`src/mips_defs.svh`:
```
`ifndef MIPS_DEFS_SVH
`define MIPS_DEFS_SVH

// datapath widths
`define MIPS_XLEN      32
`define MIPS_REG_AW    5

// first fetch address after reset
`define MIPS_RESET_PC  32'h0000_0000

// low bit of each instruction field
`define MIPS_RS_LSB    21
`define MIPS_RT_LSB    16
`define MIPS_RD_LSB    11
`define MIPS_SHAMT_LSB 6
`define MIPS_OPC_LSB   26

`endif

```
`src/mipsPkg.sv`:
```
`include "mips_defs.svh"

package mipsPkg;

    typedef logic [`MIPS_XLEN-1:0]   wordT;
    typedef logic [`MIPS_REG_AW-1:0] regAddrT;

    // major opcodes, MIPS encodings
    typedef enum logic [5:0] {
        OPC_RTYPE = 6'h00,
        OPC_J     = 6'h02,
        OPC_BEQ   = 6'h04,
        OPC_BNE   = 6'h05,
        OPC_ADDI  = 6'h08,
        OPC_ANDI  = 6'h0c,
        OPC_ORI   = 6'h0d,
        OPC_LUI   = 6'h0f,
        OPC_LW    = 6'h23,
        OPC_SW    = 6'h2b
    } opcodeT;

    typedef enum logic [5:0] {
        FN_SLL = 6'h00,
        FN_ADD = 6'h20,
        FN_SUB = 6'h22,
        FN_AND = 6'h24,
        FN_OR  = 6'h25,
        FN_XOR = 6'h26,
        FN_SLT = 6'h2a
    } functT;

    typedef enum logic [2:0] {
        ALU_ADD, ALU_SUB, ALU_AND, ALU_OR, ALU_XOR, ALU_SLT, ALU_SLL, ALU_LUI
    } aluOpT;

    // source of an execute operand
    typedef enum logic [1:0] {
        FWD_REG = 2'd0,
        FWD_MEM = 2'd1,
        FWD_WB  = 2'd2
    } fwdSelT;

endpackage

```
`src/regFile.sv`:
```
`timescale 1ns/1ps
`include "mips_defs.svh"

module regFile
    import mipsPkg::*;
(
    input  logic    clk_i,
    input  logic    rstN_i,
    input  logic    we_i,
    input  regAddrT waddr_i,
    input  wordT    wdata_i,
    input  regAddrT raddrA_i,
    input  regAddrT raddrB_i,
    output wordT    rdataA_o,
    output wordT    rdataB_o
);

    wordT regs [2**`MIPS_REG_AW];

    always_ff @(posedge clk_i) begin
        if (!rstN_i) begin
            for (int i = 0; i < 2**`MIPS_REG_AW; i++) begin
                regs[i] <= '0;
            end
        end else if (we_i && waddr_i != '0) begin
            regs[waddr_i] <= wdata_i; // $0 never written
        end
    end

    // same-cycle writeback is passed straight to decode
    assign rdataA_o = (raddrA_i == '0) ? '0 :
                      (we_i && waddr_i == raddrA_i) ? wdata_i : regs[raddrA_i];
    assign rdataB_o = (raddrB_i == '0) ? '0 :
                      (we_i && waddr_i == raddrB_i) ? wdata_i : regs[raddrB_i];

endmodule

```
`src/fetchStage.sv`:
```
`timescale 1ns/1ps
`include "mips_defs.svh"

module fetchStage
    import mipsPkg::*;
(
    input  logic clk_i,
    input  logic rstN_i,
    input  logic stallF_i,
    input  logic flushD_i,
    input  logic freeze_i,
    input  logic jumpD_i,
    input  wordT jumpTargetD_i,
    input  logic branchTakenE_i,
    input  wordT branchTargetE_i,
    input  wordT iMemData_i,
    output wordT iMemAddr_o,
    output wordT instrD_o,
    output wordT pcPlus4D_o
);

    wordT pc;
    wordT pcPlus4;
    wordT pcNext;

    assign pcPlus4    = pc + wordT'(4);
    assign iMemAddr_o = pc;

    // branch from execute beats jump from decode
    always_comb begin
        if (branchTakenE_i) begin
            pcNext = branchTargetE_i;
        end else if (jumpD_i) begin
            pcNext = jumpTargetD_i;
        end else begin
            pcNext = pcPlus4;
        end
    end

    always_ff @(posedge clk_i) begin
        if (!rstN_i) begin
            pc <= `MIPS_RESET_PC;
        end else if (!freeze_i && !stallF_i) begin
            pc <= pcNext;
        end
    end

    // fetch/decode register, zero word decodes as nop
    always_ff @(posedge clk_i) begin
        if (!rstN_i) begin
            instrD_o <= '0;
        end else if (!freeze_i) begin
            if (flushD_i) begin
                instrD_o <= '0;
            end else if (!stallF_i) begin
                instrD_o <= iMemData_i;
            end
        end
    end

    always_ff @(posedge clk_i) begin
        if (!freeze_i && !stallF_i) begin
            pcPlus4D_o <= pcPlus4;
        end
    end

endmodule

```
`src/decodeStage.sv`:
```
`timescale 1ns/1ps
`include "mips_defs.svh"

module decodeStage
    import mipsPkg::*;
(
    input  logic    clk_i,
    input  logic    rstN_i,
    input  logic    flushE_i,
    input  logic    stallD_i,
    input  logic    freeze_i,
    input  wordT    instrD_i,
    input  wordT    pcPlus4D_i,
    input  logic    regWriteW_i,
    input  regAddrT writeRegW_i,
    input  wordT    resultW_i,
    output regAddrT rsD_o,
    output regAddrT rtD_o,
    output logic    jumpD_o,
    output wordT    jumpTargetD_o,
    output aluOpT   aluOpE_o,
    output logic    useImmE_o,
    output logic    memReadE_o,
    output logic    memWriteE_o,
    output logic    regWriteE_o,
    output logic    branchE_o,
    output logic    branchNeE_o,
    output wordT    rdValAE_o,
    output wordT    rdValBE_o,
    output wordT    immE_o,
    output regAddrT shamtE_o,
    output regAddrT rsE_o,
    output regAddrT rtE_o,
    output regAddrT writeRegE_o,
    output wordT    pcPlus4E_o
);

    opcodeT  opcode;
    functT   funct;
    regAddrT rdD;
    wordT    rdValA;
    wordT    rdValB;
    wordT    immD;
    aluOpT   aluOpD;
    logic    useImmD;
    logic    memReadD;
    logic    memWriteD;
    logic    regWriteD;
    logic    branchD;
    logic    branchNeD;
    logic    signExtD;
    logic    regDstRdD; // rd for R-type, rt otherwise

    assign opcode = opcodeT'(instrD_i[`MIPS_OPC_LSB +: 6]);
    assign funct  = functT'(instrD_i[5:0]);
    assign rsD_o  = instrD_i[`MIPS_RS_LSB +: `MIPS_REG_AW];
    assign rtD_o  = instrD_i[`MIPS_RT_LSB +: `MIPS_REG_AW];
    assign rdD    = instrD_i[`MIPS_RD_LSB +: `MIPS_REG_AW];

    always_comb begin
        aluOpD    = ALU_ADD;
        useImmD   = 1'b0;
        memReadD  = 1'b0;
        memWriteD = 1'b0;
        regWriteD = 1'b0;
        branchD   = 1'b0;
        branchNeD = 1'b0;
        signExtD  = 1'b0;
        regDstRdD = 1'b0;
        jumpD_o   = 1'b0;
        case (opcode)
            OPC_RTYPE: begin
                regDstRdD = 1'b1;
                regWriteD = 1'b1;
                case (funct)
                    FN_SLL:  aluOpD = ALU_SLL;
                    FN_ADD:  aluOpD = ALU_ADD;
                    FN_SUB:  aluOpD = ALU_SUB;
                    FN_AND:  aluOpD = ALU_AND;
                    FN_OR:   aluOpD = ALU_OR;
                    FN_XOR:  aluOpD = ALU_XOR;
                    FN_SLT:  aluOpD = ALU_SLT;
                    default: regWriteD = 1'b0; // unsupported funct
                endcase
            end
            OPC_J: jumpD_o = 1'b1;
            OPC_BEQ, OPC_BNE: begin
                branchD   = 1'b1;
                branchNeD = (opcode == OPC_BNE);
                signExtD  = 1'b1;
            end
            OPC_ADDI: begin
                useImmD   = 1'b1;
                signExtD  = 1'b1;
                regWriteD = 1'b1;
            end
            OPC_ANDI, OPC_ORI, OPC_LUI: begin
                useImmD   = 1'b1;
                regWriteD = 1'b1;
                aluOpD    = (opcode == OPC_ANDI) ? ALU_AND :
                            (opcode == OPC_ORI) ? ALU_OR : ALU_LUI;
            end
            OPC_LW, OPC_SW: begin
                useImmD   = 1'b1;
                signExtD  = 1'b1;
                memReadD  = (opcode == OPC_LW);
                memWriteD = (opcode == OPC_SW);
                regWriteD = (opcode == OPC_LW);
            end
            default: ; // anything else is a nop
        endcase
    end

    assign immD = signExtD ? {{(`MIPS_XLEN-16){instrD_i[15]}}, instrD_i[15:0]}
                           : {{(`MIPS_XLEN-16){1'b0}}, instrD_i[15:0]};
    assign jumpTargetD_o = {pcPlus4D_i[31:28], instrD_i[25:0], 2'b00};

    regFile i_regFile (
        .clk_i    (clk_i),
        .rstN_i   (rstN_i),
        .we_i     (regWriteW_i && !freeze_i),
        .waddr_i  (writeRegW_i),
        .wdata_i  (resultW_i),
        .raddrA_i (rsD_o),
        .raddrB_i (rtD_o),
        .rdataA_o (rdValA),
        .rdataB_o (rdValB)
    );

    // decode/execute control, flush inserts a bubble
    always_ff @(posedge clk_i) begin
        if (!rstN_i || (!freeze_i && flushE_i)) begin
            aluOpE_o    <= ALU_ADD;
            useImmE_o   <= 1'b0;
            memReadE_o  <= 1'b0;
            memWriteE_o <= 1'b0;
            regWriteE_o <= 1'b0;
            branchE_o   <= 1'b0;
            branchNeE_o <= 1'b0;
        end else if (!freeze_i) begin
            aluOpE_o    <= aluOpD;
            useImmE_o   <= useImmD;
            memReadE_o  <= memReadD;
            memWriteE_o <= memWriteD;
            regWriteE_o <= regWriteD;
            branchE_o   <= branchD;
            branchNeE_o <= branchNeD;
        end
    end

    // payload keeps its old value while decode is stalled
    always_ff @(posedge clk_i) begin
        if (!freeze_i && !stallD_i) begin
            rdValAE_o   <= rdValA;
            rdValBE_o   <= rdValB;
            immE_o      <= immD;
            shamtE_o    <= instrD_i[`MIPS_SHAMT_LSB +: `MIPS_REG_AW];
            rsE_o       <= rsD_o;
            rtE_o       <= rtD_o;
            writeRegE_o <= regDstRdD ? rdD : rtD_o;
            pcPlus4E_o  <= pcPlus4D_i;
        end
    end

endmodule

```
`src/executeStage.sv`:
```
`timescale 1ns/1ps

module executeStage
    import mipsPkg::*;
(
    input  logic    clk_i,
    input  logic    rstN_i,
    input  logic    freeze_i,
    input  fwdSelT  fwdSelA_i,
    input  fwdSelT  fwdSelB_i,
    input  aluOpT   aluOpE_i,
    input  logic    useImmE_i,
    input  logic    memReadE_i,
    input  logic    memWriteE_i,
    input  logic    regWriteE_i,
    input  logic    branchE_i,
    input  logic    branchNeE_i,
    input  wordT    rdValAE_i,
    input  wordT    rdValBE_i,
    input  wordT    immE_i,
    input  regAddrT shamtE_i,
    input  regAddrT writeRegE_i,
    input  wordT    pcPlus4E_i,
    input  wordT    aluResultM_i,
    input  wordT    resultW_i,
    output logic    branchTakenE_o,
    output wordT    branchTargetE_o,
    output wordT    aluResultM_o,
    output wordT    storeDataM_o,
    output logic    memReadM_o,
    output logic    memWriteM_o,
    output logic    regWriteM_o,
    output regAddrT writeRegM_o
);

    wordT opA;
    wordT opB;
    wordT aluB;
    wordT aluResult;

    always_comb begin
        case (fwdSelA_i)
            FWD_MEM: opA = aluResultM_i;
            FWD_WB:  opA = resultW_i;
            default: opA = rdValAE_i;
        endcase
        case (fwdSelB_i)
            FWD_MEM: opB = aluResultM_i;
            FWD_WB:  opB = resultW_i;
            default: opB = rdValBE_i;
        endcase
    end

    assign aluB = useImmE_i ? immE_i : opB;

    always_comb begin
        case (aluOpE_i)
            ALU_SUB: aluResult = opA - aluB;
            ALU_AND: aluResult = opA & aluB;
            ALU_OR:  aluResult = opA | aluB;
            ALU_XOR: aluResult = opA ^ aluB;
            ALU_SLT: aluResult = wordT'($signed(opA) < $signed(aluB));
            ALU_SLL: aluResult = aluB << shamtE_i;  // shifts rt
            ALU_LUI: aluResult = {aluB[15:0], 16'h0000};
            default: aluResult = opA + aluB;
        endcase
    end

    assign branchTakenE_o  = branchE_i && ((opA == opB) != branchNeE_i);
    assign branchTargetE_o = pcPlus4E_i + {immE_i[29:0], 2'b00};

    always_ff @(posedge clk_i) begin
        if (!rstN_i) begin
            memReadM_o  <= 1'b0;
            memWriteM_o <= 1'b0;
            regWriteM_o <= 1'b0;
        end else if (!freeze_i) begin
            memReadM_o  <= memReadE_i;
            memWriteM_o <= memWriteE_i;
            regWriteM_o <= regWriteE_i;
        end
    end

    always_ff @(posedge clk_i) begin
        if (!freeze_i) begin
            aluResultM_o <= aluResult;
            storeDataM_o <= opB;   // forwarded rt
            writeRegM_o  <= writeRegE_i;
        end
    end

endmodule

```
`src/memoryStage.sv`:
```
`timescale 1ns/1ps

module memoryStage
    import mipsPkg::*;
(
    input  logic    clk_i,
    input  logic    rstN_i,
    input  logic    freeze_i,
    input  wordT    aluResultM_i,
    input  wordT    storeDataM_i,
    input  logic    memReadM_i,
    input  logic    memWriteM_i,
    input  logic    regWriteM_i,
    input  regAddrT writeRegM_i,
    input  wordT    dMemRdata_i,
    output logic    dMemEn_o,
    output logic    dMemWe_o,
    output wordT    dMemAddr_o,
    output wordT    dMemWdata_o,
    output logic    regWriteW_o,
    output regAddrT writeRegW_o,
    output wordT    resultW_o,
    output logic    wbValid_o
);

    wordT resultM;

    // data port held steady by the frozen register
    assign dMemEn_o    = memReadM_i || memWriteM_i;
    assign dMemWe_o    = memWriteM_i;
    assign dMemAddr_o  = aluResultM_i;
    assign dMemWdata_o = storeDataM_i;

    assign resultM = memReadM_i ? dMemRdata_i : aluResultM_i;

    always_ff @(posedge clk_i) begin
        if (!rstN_i) begin
            regWriteW_o <= 1'b0;
        end else if (!freeze_i) begin
            regWriteW_o <= regWriteM_i;
        end
    end

    always_ff @(posedge clk_i) begin
        if (!freeze_i) begin
            writeRegW_o <= writeRegM_i;
            resultW_o   <= resultM;
        end
    end

    // one pulse per commit, after the freeze lifts
    assign wbValid_o = regWriteW_o && !freeze_i && (writeRegW_o != '0);

endmodule

```
`src/hazardUnit.sv`:
```
`timescale 1ns/1ps

module hazardUnit
    import mipsPkg::*;
(
    input  regAddrT rsD_i,
    input  regAddrT rtD_i,
    input  regAddrT rsE_i,
    input  regAddrT rtE_i,
    input  logic    memReadE_i,
    input  regAddrT writeRegE_i,
    input  logic    branchTakenE_i,
    input  logic    jumpD_i,
    input  logic    regWriteM_i,
    input  regAddrT writeRegM_i,
    input  logic    regWriteW_i,
    input  regAddrT writeRegW_i,
    input  logic    dataStall_i,
    output logic    stallF_o,
    output logic    stallD_o,
    output logic    flushD_o,
    output logic    flushE_o,
    output logic    freeze_o,
    output fwdSelT  fwdSelA_o,
    output fwdSelT  fwdSelB_o
);

    logic loadUse;

    // youngest producer wins, $0 is never forwarded
    function automatic fwdSelT pickFwd(regAddrT src);
        if (src != '0 && regWriteM_i && writeRegM_i == src) begin
            return FWD_MEM;
        end else if (src != '0 && regWriteW_i && writeRegW_i == src) begin
            return FWD_WB;
        end
        return FWD_REG;
    endfunction

    assign loadUse = memReadE_i && (writeRegE_i != '0) &&
                     (writeRegE_i == rsD_i || writeRegE_i == rtD_i);

    assign stallF_o = loadUse && !branchTakenE_i;
    assign stallD_o = loadUse && !branchTakenE_i;
    assign flushD_o = branchTakenE_i || (jumpD_i && !stallD_o); // stalled jump retries
    assign flushE_o = branchTakenE_i || loadUse;
    assign freeze_o = dataStall_i;

    always_comb begin
        fwdSelA_o = pickFwd(rsE_i);
        fwdSelB_o = pickFwd(rtE_i);
    end

endmodule

```
`src/mipsCore.sv`:
```
`timescale 1ns/1ps

module mipsCore
    import mipsPkg::*;
(
    input  logic    clk_i,
    input  logic    rstN_i,
    output wordT    iMemAddr_o,
    input  wordT    iMemData_i,
    output logic    dMemEn_o,
    output logic    dMemWe_o,
    output wordT    dMemAddr_o,
    output wordT    dMemWdata_o,
    input  wordT    dMemRdata_i,
    input  logic    dataStall_i,
    output logic    wbValid_o,
    output regAddrT wbReg_o,
    output wordT    wbData_o
);

    // hazard control
    logic    stallF, stallD, flushD, flushE, freeze;
    fwdSelT  fwdSelA, fwdSelB;
    // fetch/decode
    wordT    instrD, pcPlus4D, jumpTargetD;
    logic    jumpD;
    regAddrT rsD, rtD;
    // decode/execute
    aluOpT   aluOpE;
    logic    useImmE, memReadE, memWriteE, regWriteE, branchE, branchNeE;
    wordT    rdValAE, rdValBE, immE, pcPlus4E;
    regAddrT shamtE, rsE, rtE, writeRegE;
    logic    branchTakenE;
    wordT    branchTargetE;
    // execute/memory
    wordT    aluResultM, storeDataM;
    logic    memReadM, memWriteM, regWriteM;
    regAddrT writeRegM;
    // memory/writeback
    logic    regWriteW;
    regAddrT writeRegW;
    wordT    resultW;

    assign wbReg_o  = writeRegW;
    assign wbData_o = resultW;

    fetchStage i_fetchStage (
        .clk_i(clk_i), .rstN_i(rstN_i), .stallF_i(stallF), .flushD_i(flushD),
        .freeze_i(freeze), .jumpD_i(jumpD), .jumpTargetD_i(jumpTargetD),
        .branchTakenE_i(branchTakenE), .branchTargetE_i(branchTargetE),
        .iMemData_i(iMemData_i), .iMemAddr_o(iMemAddr_o),
        .instrD_o(instrD), .pcPlus4D_o(pcPlus4D)
    );

    decodeStage i_decodeStage (
        .clk_i(clk_i), .rstN_i(rstN_i), .flushE_i(flushE), .stallD_i(stallD),
        .freeze_i(freeze), .instrD_i(instrD), .pcPlus4D_i(pcPlus4D),
        .regWriteW_i(regWriteW), .writeRegW_i(writeRegW), .resultW_i(resultW),
        .rsD_o(rsD), .rtD_o(rtD), .jumpD_o(jumpD), .jumpTargetD_o(jumpTargetD),
        .aluOpE_o(aluOpE), .useImmE_o(useImmE), .memReadE_o(memReadE),
        .memWriteE_o(memWriteE), .regWriteE_o(regWriteE), .branchE_o(branchE),
        .branchNeE_o(branchNeE), .rdValAE_o(rdValAE), .rdValBE_o(rdValBE),
        .immE_o(immE), .shamtE_o(shamtE), .rsE_o(rsE), .rtE_o(rtE),
        .writeRegE_o(writeRegE), .pcPlus4E_o(pcPlus4E)
    );

    executeStage i_executeStage (
        .clk_i(clk_i), .rstN_i(rstN_i), .freeze_i(freeze),
        .fwdSelA_i(fwdSelA), .fwdSelB_i(fwdSelB), .aluOpE_i(aluOpE),
        .useImmE_i(useImmE), .memReadE_i(memReadE), .memWriteE_i(memWriteE),
        .regWriteE_i(regWriteE), .branchE_i(branchE), .branchNeE_i(branchNeE),
        .rdValAE_i(rdValAE), .rdValBE_i(rdValBE), .immE_i(immE), .shamtE_i(shamtE),
        .writeRegE_i(writeRegE), .pcPlus4E_i(pcPlus4E),
        .aluResultM_i(aluResultM), .resultW_i(resultW),
        .branchTakenE_o(branchTakenE), .branchTargetE_o(branchTargetE),
        .aluResultM_o(aluResultM), .storeDataM_o(storeDataM),
        .memReadM_o(memReadM), .memWriteM_o(memWriteM),
        .regWriteM_o(regWriteM), .writeRegM_o(writeRegM)
    );

    memoryStage i_memoryStage (
        .clk_i(clk_i), .rstN_i(rstN_i), .freeze_i(freeze),
        .aluResultM_i(aluResultM), .storeDataM_i(storeDataM),
        .memReadM_i(memReadM), .memWriteM_i(memWriteM),
        .regWriteM_i(regWriteM), .writeRegM_i(writeRegM),
        .dMemRdata_i(dMemRdata_i), .dMemEn_o(dMemEn_o), .dMemWe_o(dMemWe_o),
        .dMemAddr_o(dMemAddr_o), .dMemWdata_o(dMemWdata_o),
        .regWriteW_o(regWriteW), .writeRegW_o(writeRegW),
        .resultW_o(resultW), .wbValid_o(wbValid_o)
    );

    hazardUnit i_hazardUnit (
        .rsD_i(rsD), .rtD_i(rtD), .rsE_i(rsE), .rtE_i(rtE),
        .memReadE_i(memReadE), .writeRegE_i(writeRegE),
        .branchTakenE_i(branchTakenE), .jumpD_i(jumpD),
        .regWriteM_i(regWriteM), .writeRegM_i(writeRegM),
        .regWriteW_i(regWriteW), .writeRegW_i(writeRegW),
        .dataStall_i(dataStall_i),
        .stallF_o(stallF), .stallD_o(stallD), .flushD_o(flushD), .flushE_o(flushE),
        .freeze_o(freeze), .fwdSelA_o(fwdSelA), .fwdSelB_o(fwdSelB)
    );

endmodule

```
`config.mk`:
```
export PLATFORM = sky130hd
export DESIGN_NAME = mipsCore
export DESIGN_NICKNAME = d
export VERILOG_FILES = /design/src/mipsPkg.sv /design/src/regFile.sv /design/src/fetchStage.sv /design/src/decodeStage.sv /design/src/executeStage.sv /design/src/memoryStage.sv /design/src/hazardUnit.sv /design/src/mipsCore.sv
export VERILOG_INCLUDE_DIRS = /design/src /design/src/src
export SDC_FILE = /design/constraint.sdc
export NUM_CORES = 2
export LEC_CHECK = 0
export ABC_CLOCK_PERIOD_IN_PS = 8400
export BUFFER_PORTS_ARGS = -buffer_cell sky130_fd_sc_hd__buf_2
export CAP_MARGIN = 20
export CORE_MARGIN = 8
export CORE_UTILIZATION = 33
export DETAILED_ROUTE_END_ITERATION = 16
export PLACE_DENSITY_LB_ADDON = 0.08
export SYNTH_ARGS = -nofsm -noshare
export SYNTH_HDL_FRONTEND = slang
export SYNTH_SLANG_ARGS = --single-unit
```
`constraint.sdc`:
```
create_clock -name clk_i -period 8.4 [get_ports clk_i]
set_clock_uncertainty 0.2 [all_clocks]
set_input_delay 1.26 -clock clk_i [delete_from_list [all_inputs] [get_ports clk_i]]
set_output_delay 1.26 -clock clk_i [all_outputs]
set_load 0.01 [all_outputs]
```
==> impl_results.md <==
- Total number of vias: around 54k
- Sw Share: 0.302
- Synth area leader: edfxtp_1
- Logic pwr share: 0.186
- DR vias/cell: about 5.8
- Post CTS Setup Buffer Count: 0
- DP Wirelength: approximately 200000 µm
- Final core occ: 0.377
- CP Buf/Inv Count: 2
- Hold endpoint: i_decodeStage.pcPlus4E_o[9]
- Placed Cells: roughly 9.0k
- Register area: about 41000 µm²
- Vias in the first global route: about 54k
- Register area share after synthesis: 0.513
- Avg Cell Area, Syn: about 13 µm²
- DP Area: between 80000 and 90000 µm²
- Asr flop ratio synth: 0
- CP Capture Type: register
- FF+latch count, synth: 1377
- Starting density of the core: 0.332
- CP most frequent cell: a21oi_1
- Slowest Stage Delay on Critical Path: ~0.9 ns
- RR Endpoint: i_executeStage.aluResultM_o[26]
- CTS Buf Count: approximately 170
- Placeable Area: 238000 µm²
- Chip height: between 500 and 600 µm
- Crit path cell chain: xnor2_1 > and4_1 > nand3_1 > a31oi_1 > mux2i_1 > inv_1 > ha_1 > inv_1 > fa_1 > nor2b_1 > o21ai_0 > a21oi_1 > or4_1 > a211oi_1 > o31ai_1 > a21oi_1 > o21ai_0 > a221oi_1 > nor2_1 > a21oi_1 > o2111ai_1
- Nets: ~6.2k
- RePlAce Congestion: ~0.95
- Fillers: between 20k and 25k
- Final-report setup violation count: 0
- Slowest-stage cell, CP: and4_1
- Initial drt markers: between 6k and 7k
- Worst reg2reg setup slack: 1.26 ns
- Final cycle utilization of the critical path: 0.850
- Post-CTS Hold Fix Bufs: 0
- Number of H-tree levels: 4
- Top cell type's share of synthesized area: 0.491
- Chip width: 505 µm
- Worst min path class: register to register
- Endpoints failing hold: 0
- Warnings, synthesis: 0
- Data arrival, critical path: around 7.5 ns
- Worst-path maximum fanout: 24
- Peak VDD IR: 0.222 mV
- Worst slew margin: 0.201
- CP Launch Type: register
- Fin cells: roughly 9.3k
- HP Start: i_fetchStage.pcPlus4D_o[9]
- Power share of the clock group: 0.377
- GR Util All Layers: 0.252
- Worst EP required: between 8 and 9 ns
- Layout area overhead: 13.7%
- Root Buffer: clkbuf_16
- Pwr/cell area: between 200 and 250 nW/µm²
- Reg-to-reg critical path startpoint: i_memoryStage.writeRegW_o[4]
- Layout cells sized above 1: 0.240
- RSZ-0062 raised after global routing: false
- Fmax achieved: approximately 140 MHz
- Min Tclk post-route: around 7.1 ns
- Leakage: between 30 and 40 nW
- Post-synthesis cell count: 5892
- Most frequent cells in the layout: edfxtp_1 (1290), and2_1 (1014), mux4_2 (650)
- Worst Reg-to-Reg Cells: 21
- First-pass GRT wire length: between 400000 and 500000 µm
- Number of clock sinks: 1377
- MaxCap Viol Count: 0
- CTS tree: built
- P_sw: 0.00574 W
- Top post-synthesis cells by area: edfxtp_1 (49%), mux4_2 (19%), and2_1 (8.0%)
- Pin count of the biggest net entering global routing: 92
- Flop pwr share: 0.437
- Row cnt: approximately 180
- Critical path depth in cells: 21
- WL/cell: 35.5 µm
- Final TNS setup: 0 ns
- Finished Cell Area: approximately 90000 µm²
- Slew @ Worst Pin: ~1.2 ns
- Ports: 203
- Most common cell after layout, fill and taps aside: edfxtp_1
- Die area: 255000 µm²
- Area of the multi-input gates: roughly 37000 µm²
- Initial antenna violation count: 39
- Worst hold path stage count: 0
- Cell family with most CP delay: compound AO/OA/AOI/OAI gates
- Post_cts resized: 0
- Post-synth top flop: edfxtp_1
- Final ANT Viol Nets: 0
- Library cells used by synthesis: between 80 and 90
- CTS clk-pin slew, worst paths: approximately 0.060 ns
- IO Port Bufs: ~200
- Crit Path Category: register to register
- Status: complete, no violations
- Post-synth EDFFs: between 1k and 1.5k
- Drt pass-1 iters: 5
- Total wire length: between 300000 and 400000 µm
- Worst-skew pair later-pin latency: between 0.8 and 0.9 ns
- Clock buffer depth: 3
- Synthesized cell area: 78900 µm²
- Grt total ovfl: 0
- Residual DRC count: 0
- Cell internal pwr: between 0.01 and 0.015 W
- Slew Viols, Final: 0
registers in the layout, summed over array words and instances (netlist names), 3 cells and up, named ones only:
name / count
i_fetchStage.instrD_o: 32
i_decodeStage.writeRegE_o: 5
i_fetchStage.pcPlus4D_o: 32
i_memoryStage.writeRegW_o: 5
i_decodeStage.rtE_o: 5
i_decodeStage.i_regFile.regs: 1024
i_executeStage.aluResultM_o: 32
i_memoryStage.resultW_o: 32
i_decodeStage.pcPlus4E_o: 32
i_executeStage.storeDataM_o: 32
i_executeStage.writeRegM_o: 5
i_decodeStage.rdValBE_o: 32
i_decodeStage.rsE_o: 5
i_decodeStage.rdValAE_o: 32
i_decodeStage.immE_o: 13
i_fetchStage.iMemAddr_o: 32
i_decodeStage.shamtE_o: 4
i_decodeStage.aluOpE_o: 3
cell usage after synthesis (13+ instances only):
cell         n
xor2_1      44
o21ai_1     13
a211oi_1    55
inv_1      138
nor3_1      50
a21o_1      26
mux2_2      47
a221oi_1    47
nand3_1     92
xnor2_1    101
buf_2       27
nor2b_1     22
nand2b_1    38
and2_1    1013
mux4_2     650
nand2_1    186
clkbuf_1   414
a31oi_1     34
nand4_1     15
buf_1       80
o211a_1     13
o22ai_1     29
o21a_1      36
edfxtp_1  1290
nor2_1     285
nor4_1      13
ha_1       126
o221ai_1    37
o21bai_1    23
o211ai_1    36
dfxtp_1     87
o21ai_0    142
a221o_1     28
mux2i_1    199
a21oi_1    271
worst reg2reg max path, cell delays in order, from the launching register on:
cell	delay, ns
edfxtp_1	0.62
xnor2_1	0.28
and4_1	0.90
nand3_1	0.20
a31oi_1	0.33
mux2i_1	0.17
inv_1	0.14
ha_1	0.19
inv_1	0.07
fa_1	0.47
nor2b_1	0.16
o21ai_0	0.23
a21oi_1	0.14
or4_1	0.49
a211oi_1	0.49
o31ai_1	0.28
a21oi_1	0.30
o21ai_0	0.19
a221oi_1	0.54
nor2_1	0.14
a21oi_1	0.22
o2111ai_1	0.14
final cells by class:
cell class / instances / share of cell area
inverter: 141 / 0.00604
sequential: 1377 / 0.452
clock inverter: 88 / 0.00698
tap: 3167 / 0.0442
timing repair buffer: 416 / 0.0311
antenna: 24 / 0.000670
clock buffer: 219 / 0.0518
multi-input combinational: 3868 / 0.407
kinds of logic (layout without fill, tap and decap cells):
family,Yosys count,count (layout),share of synthesized area
and+or+nand+nor,1786,1786,0.126
DFF,1377,1377,0.513
muxes,898,898,0.218
AOI/OAI and AO/OA,878,878,0.0731
buffers and inverters,678,864,0.0336
xor gates and xnor gates,145,145,0.0161
adders and majority gates,129,129,0.0207
other,1,56,0.0000475
layer usage:
metal / GRT usage / routed length (µm) / vias to the layer above
met5: 0 / 69 / -
met4: 0.0895 / 13000 / 4
met3: 0.0434 / 23300 / 524
met2: 0.401 / 152000 / 2405
met1: 0.348 / 142000 / 28352
li1: - / - / 22698
stage by stage:
step	worst slack, ns	power, W	hold WS, ns
6_report	1.26	0.0190	0.212
5_1_grt	0.729	0.0196	0.221
4_1_cts	1.24	0.0191	0.210
3_5_place_dp	1.26	0.0120	0.205
3_3_place_gp	1.42	0.0120	0.201
2_1_floorplan	2.15	0.0103	0.200
power groups by stage:
stage	Combinational, W	Sequential [W]	Clock [W]
2_1_floorplan	0.00206	0.00828	0
3_3_place_gp	0.00352	0.00844	0
3_5_place_dp	0.00351	0.00845	0
4_1_cts	0.00353	0.00831	0.00731
5_1_grt	0.00374	0.00834	0.00754
6_report	0.00354	0.00830	0.00716
worst max-delay path by stage:
stage	startpoint	to	slack, ns
after CTS	i_memoryStage.writeRegW_o[4]	i_executeStage.aluResultM_o[26]	1.24
after global routing	i_memoryStage.writeRegW_o[2]	i_executeStage.aluResultM_o[26]	0.73
after global placement	i_memoryStage.writeRegW_o[4]	i_executeStage.aluResultM_o[30]	1.42
final	i_memoryStage.writeRegW_o[4]	i_executeStage.aluResultM_o[26]	1.26
after floorplan	i_memoryStage.writeRegW_o[0]	i_fetchStage.iMemAddr_o[27]	2.15
after detailed placement	i_memoryStage.writeRegW_o[4]	i_executeStage.aluResultM_o[26]	1.26
(Power assumes the default switching activity.)
